$ cat config.mk
export PLATFORM = sky130hd
export DESIGN_NAME = lv_core
export DESIGN_NICKNAME = d
export VERILOG_FILES = /design/src/lv_pkg.sv /design/src/spi_slv.sv /design/src/lv_reg_slv.sv /design/src/lv_ctrl_unit.sv /design/src/lv_analog_int_proc.sv /design/src/lv_core.sv
export SDC_FILE = /design/constraint.sdc
export NUM_CORES = 1
export LEC_CHECK = 0
export BUFFER_PORTS_ARGS = -buffer_cell sky130_fd_sc_hd__buf_2
export CAP_MARGIN = 30
export CORE_MARGIN = 5
export CORE_UTILIZATION = 39
export DETAILED_ROUTE_END_ITERATION = 16
export PLACE_DENSITY_LB_ADDON = 0.12
export SLEW_MARGIN = 40
export SYNTH_ARGS = -nofsm -noshare
export SYNTH_HDL_FRONTEND = slang
export SYNTH_SLANG_ARGS = --single-unit
$ cat constraint.sdc
create_clock -name i_clk -period 6.6 [get_ports i_clk]
set_input_delay 1.32 -clock i_clk [delete_from_list [all_inputs] [get_ports i_clk]]
set_output_delay 1.32 -clock i_clk [all_outputs]
set_load 0.05 [all_outputs]
$ cat src/lv_pkg.sv
/*
  shared types for the LV control die
  register bus is 7-bit address and 8-bit data
  struct field order fixes the register bit layout, msb first
*/
package lv_pkg;

    localparam int REG_AW      = 7;
    localparam int REG_DW      = 8;
    localparam int SPI_FRAME_W = 16;    // rw bit, address, data

    typedef logic [REG_AW-1:0] reg_addr_t;
    typedef logic [REG_DW-1:0] reg_data_t;

    // ====================
    // register map
    localparam reg_addr_t ADDR_MODE    = 7'h00;
    localparam reg_addr_t ADDR_CONFIG  = 7'h01;
    localparam reg_addr_t ADDR_STATUS1 = 7'h02;
    localparam reg_addr_t ADDR_STATUS2 = 7'h03;
    localparam reg_addr_t ADDR_STATE   = 7'h04;

    typedef struct packed {
        logic      wr;      // one-cycle strobe
        logic      rd;      // one-cycle strobe
        reg_addr_t addr;
        reg_data_t wdata;
    } reg_req_t;

    typedef struct packed {
        logic reset_en;     // self clearing
        logic normal_en;
        logic cfg_en;
    } mode_t;

    typedef struct packed {
        logic       rtmon;
        logic [2:0] vge_mon_dly;    // mismatch filter, cycles
    } config_t;

    // sticky, write 1 to clear
    typedef struct packed {
        logic pwm_mmerr;
        logic pwm_dterr;
        logic spi_err;
    } status1_t;

    typedef struct packed {
        logic mmerr;        // pulse
        logic dterr;        // pulse
        logic fsenb_n;
        logic vsup_uv;      // active high here
        logic vsup_ov;
    } pin_flags_t;

    typedef enum logic [1:0] {
        ST_WAIT   = 2'd0,
        ST_CFG    = 2'd1,
        ST_NORMAL = 2'd2,
        ST_FAULT  = 2'd3
    } ctrl_st_e;

endpackage

$ cat src/spi_slv.sv
/*
  SPI mode 0 slave, oversampled in the i_clk domain
  frame is 16 bits msb first: rw, addr[6:0], data[7:0]
  SCLK half period must be at least SYNC_STAGES+3 i_clk cycles
  any frame that is not exactly 16 bits raises o_frame_err, no write
*/
`timescale 1ns/1ps

module spi_slv #(
    parameter int SYNC_STAGES = 2
) (
    input  logic              i_clk,
    input  logic              i_arst_n,
    input  logic              i_spi_sclk,
    input  logic              i_spi_csb,
    input  logic              i_spi_mosi,
    output logic              o_spi_miso,
    input  lv_pkg::reg_data_t i_rdata,
    output lv_pkg::reg_req_t  o_req,
    output logic              o_frame_err
);

    localparam int FW       = lv_pkg::SPI_FRAME_W;
    localparam int DW       = lv_pkg::REG_DW;
    localparam int CNT_W    = $clog2(FW) + 1;
    localparam int HDR_BITS = FW - DW;
    localparam logic [2:0] PIN_RST = 3'b010;    // {sclk, csb, mosi}, csb idles high

    logic [SYNC_STAGES-1:0][2:0] pin_sync;
    logic                        sclk_s;
    logic                        csb_s;
    logic                        mosi_s;
    logic                        sclk_d;
    logic                        csb_d;
    logic                        sclk_rise;
    logic                        sclk_fall;
    logic                        csb_rise;
    logic [CNT_W-1:0]            bit_cnt;
    logic [FW-1:0]               frame_q;
    lv_pkg::reg_data_t           tx_sh;
    logic                        rd_stb;
    logic                        wr_stb;
    logic                        err_stb;

    // ====================
    // pin sync and edges
    always_ff @(posedge i_clk or negedge i_arst_n) begin
        if (!i_arst_n) begin
            pin_sync <= {SYNC_STAGES{PIN_RST}};
            sclk_d   <= 1'b0;
            csb_d    <= 1'b1;
        end else begin
            pin_sync <= {pin_sync[SYNC_STAGES-2:0], {i_spi_sclk, i_spi_csb, i_spi_mosi}};
            sclk_d   <= sclk_s;
            csb_d    <= csb_s;
        end
    end

    assign {sclk_s, csb_s, mosi_s} = pin_sync[SYNC_STAGES-1];
    assign sclk_rise = sclk_s & ~sclk_d;
    assign sclk_fall = ~sclk_s & sclk_d;
    assign csb_rise  = csb_s & ~csb_d;

    // ====================
    // bit count and strobes
    always_ff @(posedge i_clk or negedge i_arst_n) begin
        if (!i_arst_n) begin
            bit_cnt <= '0;
            rd_stb  <= 1'b0;
            wr_stb  <= 1'b0;
            err_stb <= 1'b0;
        end else begin
            rd_stb  <= 1'b0;
            wr_stb  <= csb_rise && (bit_cnt == CNT_W'(FW)) && frame_q[FW-1];
            err_stb <= csb_rise && (bit_cnt != CNT_W'(FW));
            if (csb_s) begin
                bit_cnt <= '0;
            end else if (sclk_rise) begin
                if (bit_cnt != '1) begin
                    bit_cnt <= bit_cnt + 1'b1;     // saturates on long frames
                end
                // 8th bit arriving, rw bit sits at frame_q[6]
                rd_stb <= (bit_cnt == CNT_W'(HDR_BITS - 1)) && !frame_q[HDR_BITS-2];
            end
        end
    end

    always_ff @(posedge i_clk) begin
        if (sclk_rise && !csb_s) begin
            frame_q <= {frame_q[FW-2:0], mosi_s};
        end
    end

    // read data goes out on the falls after the 8th bit
    always_ff @(posedge i_clk or negedge i_arst_n) begin
        if (!i_arst_n) begin
            tx_sh <= '0;
        end else if (csb_s) begin
            tx_sh <= '0;
        end else if (sclk_fall) begin
            if (bit_cnt == CNT_W'(HDR_BITS) && !frame_q[HDR_BITS-1]) begin
                tx_sh <= i_rdata;
            end else begin
                tx_sh <= {tx_sh[DW-2:0], 1'b0};
            end
        end
    end

    assign o_spi_miso = tx_sh[DW-1];

    always_comb begin
        o_req.wr    = wr_stb;
        o_req.rd    = rd_stb;
        o_req.addr  = rd_stb ? frame_q[lv_pkg::REG_AW-1:0]
                             : frame_q[FW-2 -: lv_pkg::REG_AW];
        o_req.wdata = frame_q[DW-1:0];
    end

    assign o_frame_err = err_stb;

endmodule

$ cat src/lv_reg_slv.sv
/*
  register file behind the SPI slave
  CONFIG accepts writes only while i_cfg_wr_en is high
  STATUS1 is sticky, write 1 clears, a new error in the same cycle wins
  read data is valid one cycle after the read strobe
  unmapped addresses read 0 and ignore writes
*/
`timescale 1ns/1ps

module lv_reg_slv (
    input  logic               i_clk,
    input  logic               i_arst_n,
    input  lv_pkg::reg_req_t   i_req,
    input  logic               i_frame_err,
    input  lv_pkg::pin_flags_t i_pins,
    input  logic               i_cfg_wr_en,
    input  lv_pkg::ctrl_st_e   i_state,
    output lv_pkg::reg_data_t  o_rdata,
    output lv_pkg::mode_t      o_mode,
    output lv_pkg::config_t    o_config,
    output lv_pkg::status1_t   o_status1
);

    localparam int MODE_W = $bits(lv_pkg::mode_t);
    localparam int CFG_W  = $bits(lv_pkg::config_t);
    localparam int ST1_W  = $bits(lv_pkg::status1_t);

    lv_pkg::mode_t     mode_q;
    lv_pkg::config_t   cfg_q;
    lv_pkg::status1_t  st1_q;
    lv_pkg::status1_t  st1_set;
    lv_pkg::status1_t  st1_clr;
    lv_pkg::reg_data_t rd_mux;
    lv_pkg::reg_data_t rdata_q;
    logic              wr_mode;
    logic              wr_cfg;
    logic              wr_st1;

    assign wr_mode = i_req.wr && (i_req.addr == lv_pkg::ADDR_MODE);
    assign wr_cfg  = i_req.wr && (i_req.addr == lv_pkg::ADDR_CONFIG) && i_cfg_wr_en;
    assign wr_st1  = i_req.wr && (i_req.addr == lv_pkg::ADDR_STATUS1);

    always_comb begin
        st1_set.pwm_mmerr = i_pins.mmerr;
        st1_set.pwm_dterr = i_pins.dterr;
        st1_set.spi_err   = i_frame_err;
    end

    assign st1_clr = wr_st1 ? lv_pkg::status1_t'(i_req.wdata[ST1_W-1:0]) : '0;

    // ====================
    // control registers
    always_ff @(posedge i_clk or negedge i_arst_n) begin
        if (!i_arst_n) begin
            mode_q <= '0;
            cfg_q  <= '0;
            st1_q  <= '0;
        end else begin
            if (wr_mode) begin
                mode_q <= lv_pkg::mode_t'(i_req.wdata[MODE_W-1:0]);
            end else begin
                mode_q.reset_en <= 1'b0;   // one cycle only
            end
            if (wr_cfg) begin
                cfg_q <= lv_pkg::config_t'(i_req.wdata[CFG_W-1:0]);
            end
            st1_q <= (st1_q & ~st1_clr) | st1_set;
        end
    end

    // ====================
    // read path
    always_comb begin
        unique case (i_req.addr)
            lv_pkg::ADDR_MODE:    rd_mux = lv_pkg::reg_data_t'(mode_q);
            lv_pkg::ADDR_CONFIG:  rd_mux = lv_pkg::reg_data_t'(cfg_q);
            lv_pkg::ADDR_STATUS1: rd_mux = lv_pkg::reg_data_t'(st1_q);
            lv_pkg::ADDR_STATUS2: rd_mux = lv_pkg::reg_data_t'({i_pins.vsup_ov, i_pins.vsup_uv});
            lv_pkg::ADDR_STATE:   rd_mux = lv_pkg::reg_data_t'(i_state);
            default:              rd_mux = '0;
        endcase
    end

    always_ff @(posedge i_clk) begin
        if (i_req.rd) begin
            rdata_q <= rd_mux;
        end
    end

    assign o_rdata   = rdata_q;
    assign o_mode    = mode_q;
    assign o_config  = cfg_q;
    assign o_status1 = st1_q;

endmodule

$ cat src/lv_ctrl_unit.sv
/*
  control FSM of the LV die: wait, cfg, normal, fault
  fault is left only through the reset_en strobe in MODE
  outputs decode directly from the state register
*/
`timescale 1ns/1ps

module lv_ctrl_unit (
    input  logic               i_clk,
    input  logic               i_arst_n,
    input  lv_pkg::mode_t      i_mode,
    input  lv_pkg::status1_t   i_status1,
    input  lv_pkg::pin_flags_t i_pins,
    output lv_pkg::ctrl_st_e   o_state,
    output logic               o_cfg_wr_en,
    output logic               o_pwm_en,
    output logic               o_fsc_en,
    output logic               o_intb_n
);

    lv_pkg::ctrl_st_e state_q;
    lv_pkg::ctrl_st_e state_nxt;
    logic             fault_det;

    // any sticky error or a live supply / fail-safe flag
    assign fault_det = (|i_status1) || i_pins.vsup_uv || i_pins.vsup_ov || !i_pins.fsenb_n;

    // ====================
    // next state
    always_comb begin
        state_nxt = state_q;
        unique case (state_q)
            lv_pkg::ST_WAIT: begin
                if (i_mode.cfg_en) begin
                    state_nxt = lv_pkg::ST_CFG;
                end
            end
            lv_pkg::ST_CFG: begin
                if (i_mode.normal_en && !i_mode.cfg_en) begin
                    state_nxt = lv_pkg::ST_NORMAL;
                end
            end
            lv_pkg::ST_NORMAL: begin
                if (fault_det) begin
                    state_nxt = lv_pkg::ST_FAULT;
                end
            end
            lv_pkg::ST_FAULT: begin
                if (i_mode.reset_en) begin
                    state_nxt = lv_pkg::ST_WAIT;
                end
            end
            default: state_nxt = lv_pkg::ST_WAIT;
        endcase
    end

    always_ff @(posedge i_clk or negedge i_arst_n) begin
        if (!i_arst_n) begin
            state_q <= lv_pkg::ST_WAIT;
        end else begin
            state_q <= state_nxt;
        end
    end

    // ====================
    // output decode
    assign o_state     = state_q;
    assign o_cfg_wr_en = (state_q == lv_pkg::ST_CFG);
    assign o_pwm_en    = (state_q == lv_pkg::ST_NORMAL);
    assign o_fsc_en    = (state_q == lv_pkg::ST_FAULT);    // clamp on in fault
    assign o_intb_n    = (state_q != lv_pkg::ST_FAULT);

endmodule

$ cat src/lv_analog_int_proc.sv
/*
  synchronizes the analog-die flags into the i_clk domain
  mismatch error fires once per episode after vge_mon_dly+1 high cycles
  dead-time error fires on every synchronized rising edge
*/
`timescale 1ns/1ps

module lv_analog_int_proc #(
    parameter int SYNC_STAGES = 2
) (
    input  logic               i_clk,
    input  logic               i_arst_n,
    input  logic               i_lv_vsup_ov,
    input  logic               i_lv_vsup_uv_n,
    input  logic               i_lv_pwm_dt,
    input  logic               i_lv_gate_vs_pwm,
    input  logic               i_io_fsenb_n,
    input  logic [2:0]         i_vge_mon_dly,
    output lv_pkg::pin_flags_t o_pins
);

    // {ov, uv_n, dt, mm, fsenb_n}, active-low pins idle high
    localparam logic [4:0] PIN_RST = 5'b01001;

    logic [SYNC_STAGES-1:0][4:0] pin_sync;
    logic                        ov_s;
    logic                        uv_n_s;
    logic                        dt_s;
    logic                        mm_s;
    logic                        fsenb_n_s;
    logic                        dt_d;
    logic [2:0]                  mm_cnt;
    logic                        mm_done;

    always_ff @(posedge i_clk or negedge i_arst_n) begin
        if (!i_arst_n) begin
            pin_sync <= {SYNC_STAGES{PIN_RST}};
            dt_d     <= 1'b0;
            mm_cnt   <= '0;
            mm_done  <= 1'b0;
        end else begin
            pin_sync <= {pin_sync[SYNC_STAGES-2:0],
                         {i_lv_vsup_ov, i_lv_vsup_uv_n, i_lv_pwm_dt, i_lv_gate_vs_pwm,
                          i_io_fsenb_n}};
            dt_d <= dt_s;
            if (!mm_s) begin
                mm_cnt  <= '0;
                mm_done <= 1'b0;
            end else if (!mm_done) begin
                if (mm_cnt == i_vge_mon_dly) begin
                    mm_done <= 1'b1;         // hold until flag drops
                end else begin
                    mm_cnt <= mm_cnt + 1'b1;
                end
            end
        end
    end

    assign {ov_s, uv_n_s, dt_s, mm_s, fsenb_n_s} = pin_sync[SYNC_STAGES-1];

    always_comb begin
        o_pins.vsup_ov = ov_s;
        o_pins.vsup_uv = ~uv_n_s;
        o_pins.fsenb_n = fsenb_n_s;
        o_pins.dterr   = dt_s & ~dt_d;
        o_pins.mmerr   = mm_s & ~mm_done & (mm_cnt == i_vge_mon_dly);
    end

endmodule

$ cat src/lv_core.sv
/*
  LV control die top: SPI slave, register file, control FSM, analog flags
  SYNC_STAGES is 2 or 3 and sets the pin synchronizer depth
  a register write lands within SYNC_STAGES+3 cycles of CSB rise
*/
`timescale 1ns/1ps

module lv_core #(
    parameter int SYNC_STAGES = 2
) (
    input  logic i_clk,
    input  logic i_arst_n,
    input  logic i_spi_sclk,
    input  logic i_spi_csb,
    input  logic i_spi_mosi,
    output logic o_spi_miso,
    input  logic i_lv_vsup_ov,
    input  logic i_lv_vsup_uv_n,
    input  logic i_lv_pwm_dt,
    input  logic i_lv_gate_vs_pwm,
    input  logic i_io_fsenb_n,
    output logic o_dgt_ang_pwm_en,
    output logic o_dgt_ang_fsc_en,
    output logic o_intb_n,
    output logic o_rtmon
);

    lv_pkg::reg_req_t   spi_req;
    logic               spi_frame_err;
    lv_pkg::reg_data_t  reg_rdata;
    lv_pkg::pin_flags_t pins;
    lv_pkg::mode_t      reg_mode;
    lv_pkg::config_t    reg_config;
    lv_pkg::status1_t   reg_status1;
    lv_pkg::ctrl_st_e   ctrl_state;
    logic               cfg_wr_en;

    spi_slv #(
        .SYNC_STAGES (SYNC_STAGES)
    ) u_spi_slv (
        .i_clk       (i_clk),
        .i_arst_n    (i_arst_n),
        .i_spi_sclk  (i_spi_sclk),
        .i_spi_csb   (i_spi_csb),
        .i_spi_mosi  (i_spi_mosi),
        .o_spi_miso  (o_spi_miso),
        .i_rdata     (reg_rdata),
        .o_req       (spi_req),
        .o_frame_err (spi_frame_err)
    );

    lv_reg_slv u_lv_reg_slv (
        .i_clk       (i_clk),
        .i_arst_n    (i_arst_n),
        .i_req       (spi_req),
        .i_frame_err (spi_frame_err),
        .i_pins      (pins),
        .i_cfg_wr_en (cfg_wr_en),
        .i_state     (ctrl_state),
        .o_rdata     (reg_rdata),
        .o_mode      (reg_mode),
        .o_config    (reg_config),
        .o_status1   (reg_status1)
    );

    lv_ctrl_unit u_lv_ctrl_unit (
        .i_clk       (i_clk),
        .i_arst_n    (i_arst_n),
        .i_mode      (reg_mode),
        .i_status1   (reg_status1),
        .i_pins      (pins),
        .o_state     (ctrl_state),
        .o_cfg_wr_en (cfg_wr_en),
        .o_pwm_en    (o_dgt_ang_pwm_en),
        .o_fsc_en    (o_dgt_ang_fsc_en),
        .o_intb_n    (o_intb_n)
    );

    lv_analog_int_proc #(
        .SYNC_STAGES (SYNC_STAGES)
    ) u_lv_analog_int_proc (
        .i_clk            (i_clk),
        .i_arst_n         (i_arst_n),
        .i_lv_vsup_ov     (i_lv_vsup_ov),
        .i_lv_vsup_uv_n   (i_lv_vsup_uv_n),
        .i_lv_pwm_dt      (i_lv_pwm_dt),
        .i_lv_gate_vs_pwm (i_lv_gate_vs_pwm),
        .i_io_fsenb_n     (i_io_fsenb_n),
        .i_vge_mon_dly    (reg_config.vge_mon_dly),
        .o_pins           (pins)
    );

    assign o_rtmon = reg_config.rtmon;    // straight from CONFIG bit 3

endmodule

==> out/results.tsv, run 1 <==
stage	metric	value	unit
global_route	pin count of the biggest net entering global routing	52	
routing	drt initial violations	104	
worst_hold_path	Worst Hold Class	register to register	
placed_design	Post-DP HPWL	3.50	mm
final_layout	final net count	247	
critical_path	Worst Path Arrival	1350	ps
routing	DRC	0	
logic_synthesis	syn_area_per_cell	14.1	µm²
timing	Fin. Hold Viols	0	
flow_run	Max Cap Viol	0	
clocking	clk sinks	71	
run_status	status	finished, final reports clean	
clocking	CTS tree	yes	
clocking	H-Tree Depth	3	
logic_synthesis	synth warn	0	
final_layout	# diodes	0	
logic_synthesis	top_reg_cell synth	dfrtp_1	
timing	worst hold slack	351	ps
global_route	grt ovf	0	
critical_path	Largest stage delay, worst path	420	ps
placed_design	I/O Buffers	14	
clocking	CTS buffer count	9	
timing	max-slew violation count	0	
floorplan	row cnt	31	
clocking	cts hold-fix bufs	0	
global_route	global-route wire length before repair	8.67	mm
logic_synthesis	number of synthesized register bits	71	
timing	f_max	375	MHz
critical_path	R2R Setup Slk	4200	ps
routing	number of vias per cell	4.95	
final_layout	cell area after layout	3280	µm²
timing	unrepaired setup endpoints after global routing	false	
critical_path	slowest CP cell	dfrtp_1	
timing	final worst path period share	0.405	
routing	vias	1650	
timing	Worst-Margin Slew	848	ps
critical_path	Worst setup EP type	output pin	
logic_synthesis	Yosys cell types	46	
critical_path	Required @ worst endpoint	5280	ps
timing	relative slew slack	0.433	
timing	final setup skew	11.1	ps
final_layout	Area Growth Syn to Fin	13.6	%
timing	Final Setup Violations	0	
logic_synthesis	most frequent cell after synthesis	dfrtp_1	
logic_synthesis	most frequent cells after synthesis	dfrtp_1, edfxtp_1, inv_1	
logic_synthesis	Yosys top cell area share	0.381	
global_route	GRT Total Usage	0.128	
timing	fin crit period	2670	ps
floorplan	Starting Density	0.400	
critical_path	CP Cell Sequence	inv_1 -> ha_1 -> buf_2	
clocking	post-CTS setup buffers	0	
routing	DR pass1 iterations	6	
floorplan	Ports	15	
logic_synthesis	largest area contributor in the netlist	dfrtp_1	
placed_design	Post-Place Cells	317	
routing	wire per inst	15.2	µm
logic_synthesis	Synth Cell Area	2890	µm²
routing	final wirelength	5.07	mm
logic_synthesis	Seq/Total Area, Yosys	0.653	
clocking	maximum root-to-sink buffer count	2	
clocking	root buf cell	clkbuf_8	
clocking	clock latency at the later pin of the worst-skew pair	340	ps
power	VDD IR-drop max	136	µV
power	PwrDens	257	nW/µm²
floorplan	DIE AREA	9220	µm²
logic_synthesis	Post-Synthesis Cells	205	
logic_synthesis	post-synthesis async set-or-reset flop share	0.718	
clocking	post-CTS sizing	0	
placed_design	placed instance area	3080	µm²
final_layout	Layout Cells excl Fill	333	
global_route	initial antenna violation count	0	
routing	remaining antenna violation count	0	
logic_synthesis	syn nets	223	
global_route	vias in the first global route	1720	
critical_path	crit path max fanout	4	
floorplan	die height	96.0	µm
placed_design	Routability Congestion	0.780	
timing	Sum Neg Setup Slack	0	ps
final_layout	layout cells sized above 1	0.218	
floorplan	area of the core	7210	µm²
critical_path	crit start category	register	
final_layout	final core utilization	0.454	
clocking	Worst-path clk slew	80	ps
critical_path	type of the worst setup path	register to output pin	
logic_synthesis	Post-synth EDFFs	20	
logic_synthesis	dominant cells by area after synthesis	dfrtp_1, edfxtp_1, dfstp_2	
final_layout	number of fill cells	686	
power	Pleak	1.48	nW
floorplan	Die Wd	96.0	µm
-- stage by stage --
step           power, W  setup slack [ps]
5_1_grt        0.000878              3870
3_5_place_dp   0.000502              4210
6_report       0.000842              3930
3_3_place_gp   0.000501              4250
4_1_cts        0.000856              3890
2_1_floorplan  0.000487              4060
-- flip-flops by register name, indices dropped and copies added (netlist names), 2 cells and up --
signal and count:
u_spi_slv.tx_sh 8, u_lv_reg_slv.o_config 4, u_lv_reg_slv.o_mode 3, u_lv_ctrl_unit.o_state 2
u_lv_reg_slv.o_status1 3, u_lv_reg_slv.o_rdata 4, u_spi_slv.pin_sync 4, u_lv_analog_int_proc.mm_cnt 3
u_spi_slv.bit_cnt 5, u_lv_analog_int_proc.o_pins 2, u_spi_slv.frame_q 16, u_lv_analog_int_proc.pin_sync 6
-- report_power, final --
group / leakage [nW] / total (W) / internal (W) / switching (W)
clock network: 0.104 / 0.000350 / 0.000195 / 0.000154
registers: 0.834 / 0.000470 / 0.000463 / 0.00000690
logic: 0.539 / 0.0000222 / 0.00000774 / 0.0000144
total: 1.48 / 0.000842 / 0.000666 / 0.000176
-- cell type report --
class                           count  area (µm²)  share of cell area
Sequential cell                    71        1890               0.575
Clock buffer                       13         159              0.0485
Timing Repair Buffer               16        85.1              0.0260
Tap cell                           99         124              0.0378
Multi-Input combinational cell    116         927               0.283
Inverter                           15        56.3              0.0172
Clock inverter                      3        41.3              0.0126
-- worst max-delay path: cells and delay by family (launching register included) --
family                   cells  cell delay [ps]
adder cells (fa/ha/maj)      1              210
flip-flops                   1              420
buffers and inverters        2              390
-- cells in the final DEF (no fill, tap or decap), types with 3 or more instances in the layout --
cell and instances:
nor2_1 10, o21ai_0 3, xnor2_1 4, a21o_1 3, nand3_1 8, nand2_1 9
buf_2 14, mux2_2 5, nand2b_1 4, mux2i_1 9, a21oi_1 5, ha_1 8
nor3b_1 3, nand4_1 5, edfxtp_1 20, inv_1 15, a22o_1 4, mux2_4 3
xor2_1 3, dfstp_2 7, clkbuf_8 11, dfrtp_1 44
-- cells by family (layout without fill, tap and decap cells) --
| group | after synthesis | in the layout | synth area share |
|---|---|---|---|
| compound gates | 26 | 26 | 0.0685 |
| xor+xnor | 7 | 7 | 0.0212 |
| fa+ha+maj | 8 | 8 | 0.0347 |
| buf+inv | 18 | 47 | 0.0273 |
| flops | 71 | 71 | 0.653 |
| mux | 19 | 19 | 0.0741 |
| simple gates | 56 | 56 | 0.121 |
-- metal layers --
| layer | routed length [µm] | vias up | GRT usage |
|---|---|---|---|
| met5 | 0 | - | 0 |
| li1 | - | 788 | - |
| met3 | 138 | 6 | 0.0258 |
| met4 | 69 | 0 | 0.0675 |
| met1 | 2650 | 835 | 0.185 |
| met2 | 2200 | 21 | 0.178 |
-- final timing paths --
check / from / endpoint / depth (start not counted)
setup / recovery: u_lv_ctrl_unit.o_state[0] / o_dgt_ang_pwm_en / 3
hold / removal: u_spi_slv.pin_sync[2] / u_spi_slv.pin_sync[5] / 0
setup reg to reg: u_spi_slv.rd_stb / u_lv_reg_slv.o_config[3] / 4
hold reg to reg: u_spi_slv.pin_sync[2] / u_spi_slv.pin_sync[5] / 0
max in group asynchronous: i_arst_n / u_lv_analog_int_proc.pin_sync[4] / 2
min in group asynchronous: i_arst_n / u_spi_slv.bit_cnt[3] / 2
No activity file was read; power rests on OpenSTA's default activity.
==> inputs of run 2 (changes only) <==
--- a/config.mk
+++ b/config.mk
@@ -5,6 +5,7 @@
 export SDC_FILE = /design/constraint.sdc
 export NUM_CORES = 1
 export LEC_CHECK = 0
+export ABC_AREA = 1
 export BUFFER_PORTS_ARGS = -buffer_cell sky130_fd_sc_hd__buf_2
 export CAP_MARGIN = 30
 export CORE_MARGIN = 5
==> constraint.sdc (replaced) <==
create_clock -name i_clk -period 2.3 [get_ports i_clk]
set_input_delay 0.46 -clock i_clk [delete_from_list [all_inputs] [get_ports i_clk]]
set_output_delay 0.46 -clock i_clk [all_outputs]
set_load 0.05 [all_outputs]
==> run 2 against run 1 <==
Sequential power grew to 2.9 times the previous value. Sequential share of layout area decreased by 2.0 points. Area after synthesis up 4.7%. Total power grew to 2.8 times the previous value. Cell count up 28%. Clock skew rose by 0.95 ps. Core utilization shrank 1.0 points. Worst setup slack lost 3500 ps. Global-route usage grew 0.20 points. Clock-buffer cell count down 2. Clock power grew to 2.7 times the previous value.
==> out/results.tsv, run 2 <==
stage	metric	value	unit	change
flow_run	Max Cap Viol	0		unchanged
routing	wire per inst	12.8	µm	-16%
critical_path	type of the worst setup path	register to output pin		
final_layout	Area Growth Syn to Fin	12.4	%	
critical_path	CP Cell Sequence	inv_1 -> ha_1 -> buf_2		
routing	drt initial violations	68		-35%
logic_synthesis	post-synthesis async set-or-reset flop share	0.718		unchanged
logic_synthesis	dominant cells by area after synthesis	dfrtp_1, edfxtp_1, nand2_1		
clocking	CTS buffer count	9		unchanged
logic_synthesis	number of synthesized register bits	71		unchanged
run_status	status	finished, final reports clean		
clocking	clock latency at the later pin of the worst-skew pair	340	ps	about the same
logic_synthesis	syn_area_per_cell	10.2	µm²	-28%
clocking	Worst-path clk slew	70	ps	about the same
global_route	global-route wire length before repair	9.81	mm	+13%
logic_synthesis	most frequent cells after synthesis	nand2_1, dfrtp_1, inv_1		
final_layout	top flop regs	u_spi_slv.frame_q x16, u_spi_slv.tx_sh x8, u_lv_analog_int_proc.pin_sync x6		
worst_hold_path	Worst Hold Class	primary input to async pin		
logic_synthesis	Seq/Total Area, Yosys	0.624		-0.0292
floorplan	area of the core	7650	µm²	+6.0%
final_layout	most frequent cells in the layout	nand2_1, dfrtp_1, inv_1, nand3_1, edfxtp_1		
final_layout	final core utilization	0.444		-0.0102
final_layout	number of flip-flops under the largest register name	16		unchanged
critical_path	Worst Path Buf+Inv	2		unchanged
final_layout	most common cell after layout, fill and taps aside	nand2_1		
clocking	clk sinks	71		unchanged
final_layout	most flop-heavy register	u_spi_slv.frame_q		
routing	number of vias per cell	4.61		-6.9%
critical_path	Largest stage delay, worst path	420	ps	about the same
critical_path	Worst Path Arrival	1380	ps	+30 ps
final_layout	Layout Cells excl Fill	427		+28%
placed_design	I/O Buffers	14		unchanged
timing	fin crit period	1840	ps	
critical_path	Worst setup EP type	output pin		
logic_synthesis	Synth Cell Area	3020	µm²	+4.7%
floorplan	row cnt	32		+3.2%
logic_synthesis	synth warn	0		unchanged
logic_synthesis	syn nets	314		+41%
power	VDD IR-drop max	307	µV	+130%
clocking	maximum root-to-sink buffer count	2		unchanged
floorplan	DIE AREA	9610	µm²	+4.2%
timing	Final Setup Violations	0		unchanged
power	Pleak	1.58	nW	+7.2%
final_layout	# diodes	0		unchanged
global_route	vias in the first global route	2015		+17%
placed_design	Post-DP HPWL	3.97	mm	+14%
logic_synthesis	top_reg_cell synth	dfrtp_1		
global_route	pin count of the biggest net entering global routing	28		-46%
power	PwrDens	690	nW/µm²	+170%
logic_synthesis	largest area contributor in the netlist	dfrtp_1		
clocking	root buf cell	clkbuf_8		
routing	vias	1969		+19%
final_layout	number of fill cells	740		+7.9%
placed_design	Post-Place Cells	411		+30%
routing	DRC	0		unchanged
clocking	CTS tree	yes		
final_layout	layout cells sized above 1	0.160		-0.0579
floorplan	Starting Density	0.395		-0.00498
timing	max-slew violation count	0		unchanged
clocking	post-CTS setup buffers	0		unchanged
routing	remaining antenna violation count	0		unchanged
clocking	cts hold-fix bufs	0		unchanged
global_route	grt ovf	0		unchanged
timing	Sum Neg Setup Slack	0	ps	unchanged
logic_synthesis	Yosys cell types	31		-33%
critical_path	crit path max fanout	4		unchanged
floorplan	Ports	15		unchanged
timing	Fin. Hold Viols	0		unchanged
clocking	H-Tree Depth	3		unchanged
critical_path	crit start category	register		
logic_synthesis	Post-Synthesis Cells	296		+44%
timing	f_max	543	MHz	
global_route	initial antenna violation count	0		unchanged
global_route	GRT Total Usage	0.130		+0.00202
critical_path	critical path's top delay family	flip-flops		
critical_path	slowest CP cell	dfrtp_1		
placed_design	Routability Congestion	0.853		+9.3%
floorplan	Die Wd	98.0	µm	+2.1%
logic_synthesis	Post-synth EDFFs	20		unchanged
timing	relative slew slack	0.614		+0.181
timing	final setup skew	12.0	ps	+0.948 ps
routing	final wirelength	5.48	mm	+8.1%
timing	Worst-Margin Slew	579	ps	-269 ps
logic_synthesis	most frequent cell after synthesis	nand2_1		
logic_synthesis	Yosys top cell area share	0.364		-0.0171
clocking	post-CTS sizing	0		unchanged
timing	unrepaired setup endpoints after global routing	false		
final_layout	final net count	338		+37%
power	total power	0.00235	W	+180%
critical_path	Required @ worst endpoint	1840	ps	-3440 ps
timing	final worst path period share	0.801		
routing	DR pass1 iterations	4		-2
floorplan	die height	98.0	µm	+2.1%
## run 2: changes by cell type in the layout (fill, tap and decap cells not counted), moves of 4 or more
| cell | change |
|---|---|
| a22o_1 | -4 |
| inv_1 | +23 |
| mux2_2 | -5 |
| mux2i_1 | -9 |
| nand2_1 | +60 |
| nand2_2 | +5 |
| nand2b_1 | -4 |
| nand3_1 | +15 |
| nand4_1 | +5 |
| nor2_1 | +9 |
| o21ai_0 | +14 |
## run 2: path summary, 6_finish.rpt
check / start / to / slack (ps) / cells after the start
worst max register to register: u_spi_slv.bit_cnt[0] / u_spi_slv.bit_cnt[3] / 610 / 9
min in group i_clk: i_spi_csb / u_spi_slv.pin_sync[1] / 210 / 1
worst min register to register: u_lv_analog_int_proc.pin_sync[0] / u_lv_analog_int_proc.o_pins[2] / 350 / 0
max in group asynchronous: i_arst_n / u_spi_slv.csb_d / 1570 / 2
worst max-delay path: u_lv_ctrl_unit.o_state[0] / o_dgt_ang_pwm_en / 460 / 3
worst min-delay path: i_arst_n / u_spi_slv.pin_sync[2] / 110 / 1
## run 2: cell families after synthesis
family | Yosys count | synth area share
buf+inv | 42 | 0.0609
xor+xnor | 3 | 0.00870
flops | 71 | 0.624
compound gates | 27 | 0.0476
fa+ha+maj | 8 | 0.0331
simple gates | 145 | 0.226
## run 2: cell type report
cell class | instances | area (µm²) | area share
timing repair buffer | 16 | 97.6 | 0.0287
sequential | 71 | 1890 | 0.555
multi-input combinational | 183 | 952 | 0.280
tap | 102 | 128 | 0.0376
clock buffer | 11 | 131 | 0.0387
clock inverter | 5 | 48.8 | 0.0144
inverter | 39 | 154 | 0.0453
## run 2: metal layers
layer | vias up | global-route usage | wire length, µm | share of wire
met5 | - | 0 | 0 | 0
met1 | 907 | 0.177 | 2720 | 0.50
met4 | 0 | 0.0714 | 144 | 0.026
li1 | 1010 | - | - | -
met3 | 14 | 0.0321 | 198 | 0.036
met2 | 38 | 0.189 | 2410 | 0.44
## run 2: power by group
| part | leakage [nW] | internal (W) | switching (W) |
|---|---|---|---|
| Sequential | 0.819 | 0.00133 | 0.0000170 |
| Combinational | 0.669 | 0.0000212 | 0.0000508 |
| Clock | 0.0945 | 0.000493 | 0.000435 |
## run 2: through the flow
step	worst slack, ps	hold WS, ps	area, µm²
6_report	457	110	3400
2_1_floorplan	487	164	3020
4_1_cts	421	121	3400
5_1_grt	370	150	3400
3_3_place_gp	608	333	3220
3_5_place_dp	607	336	3220
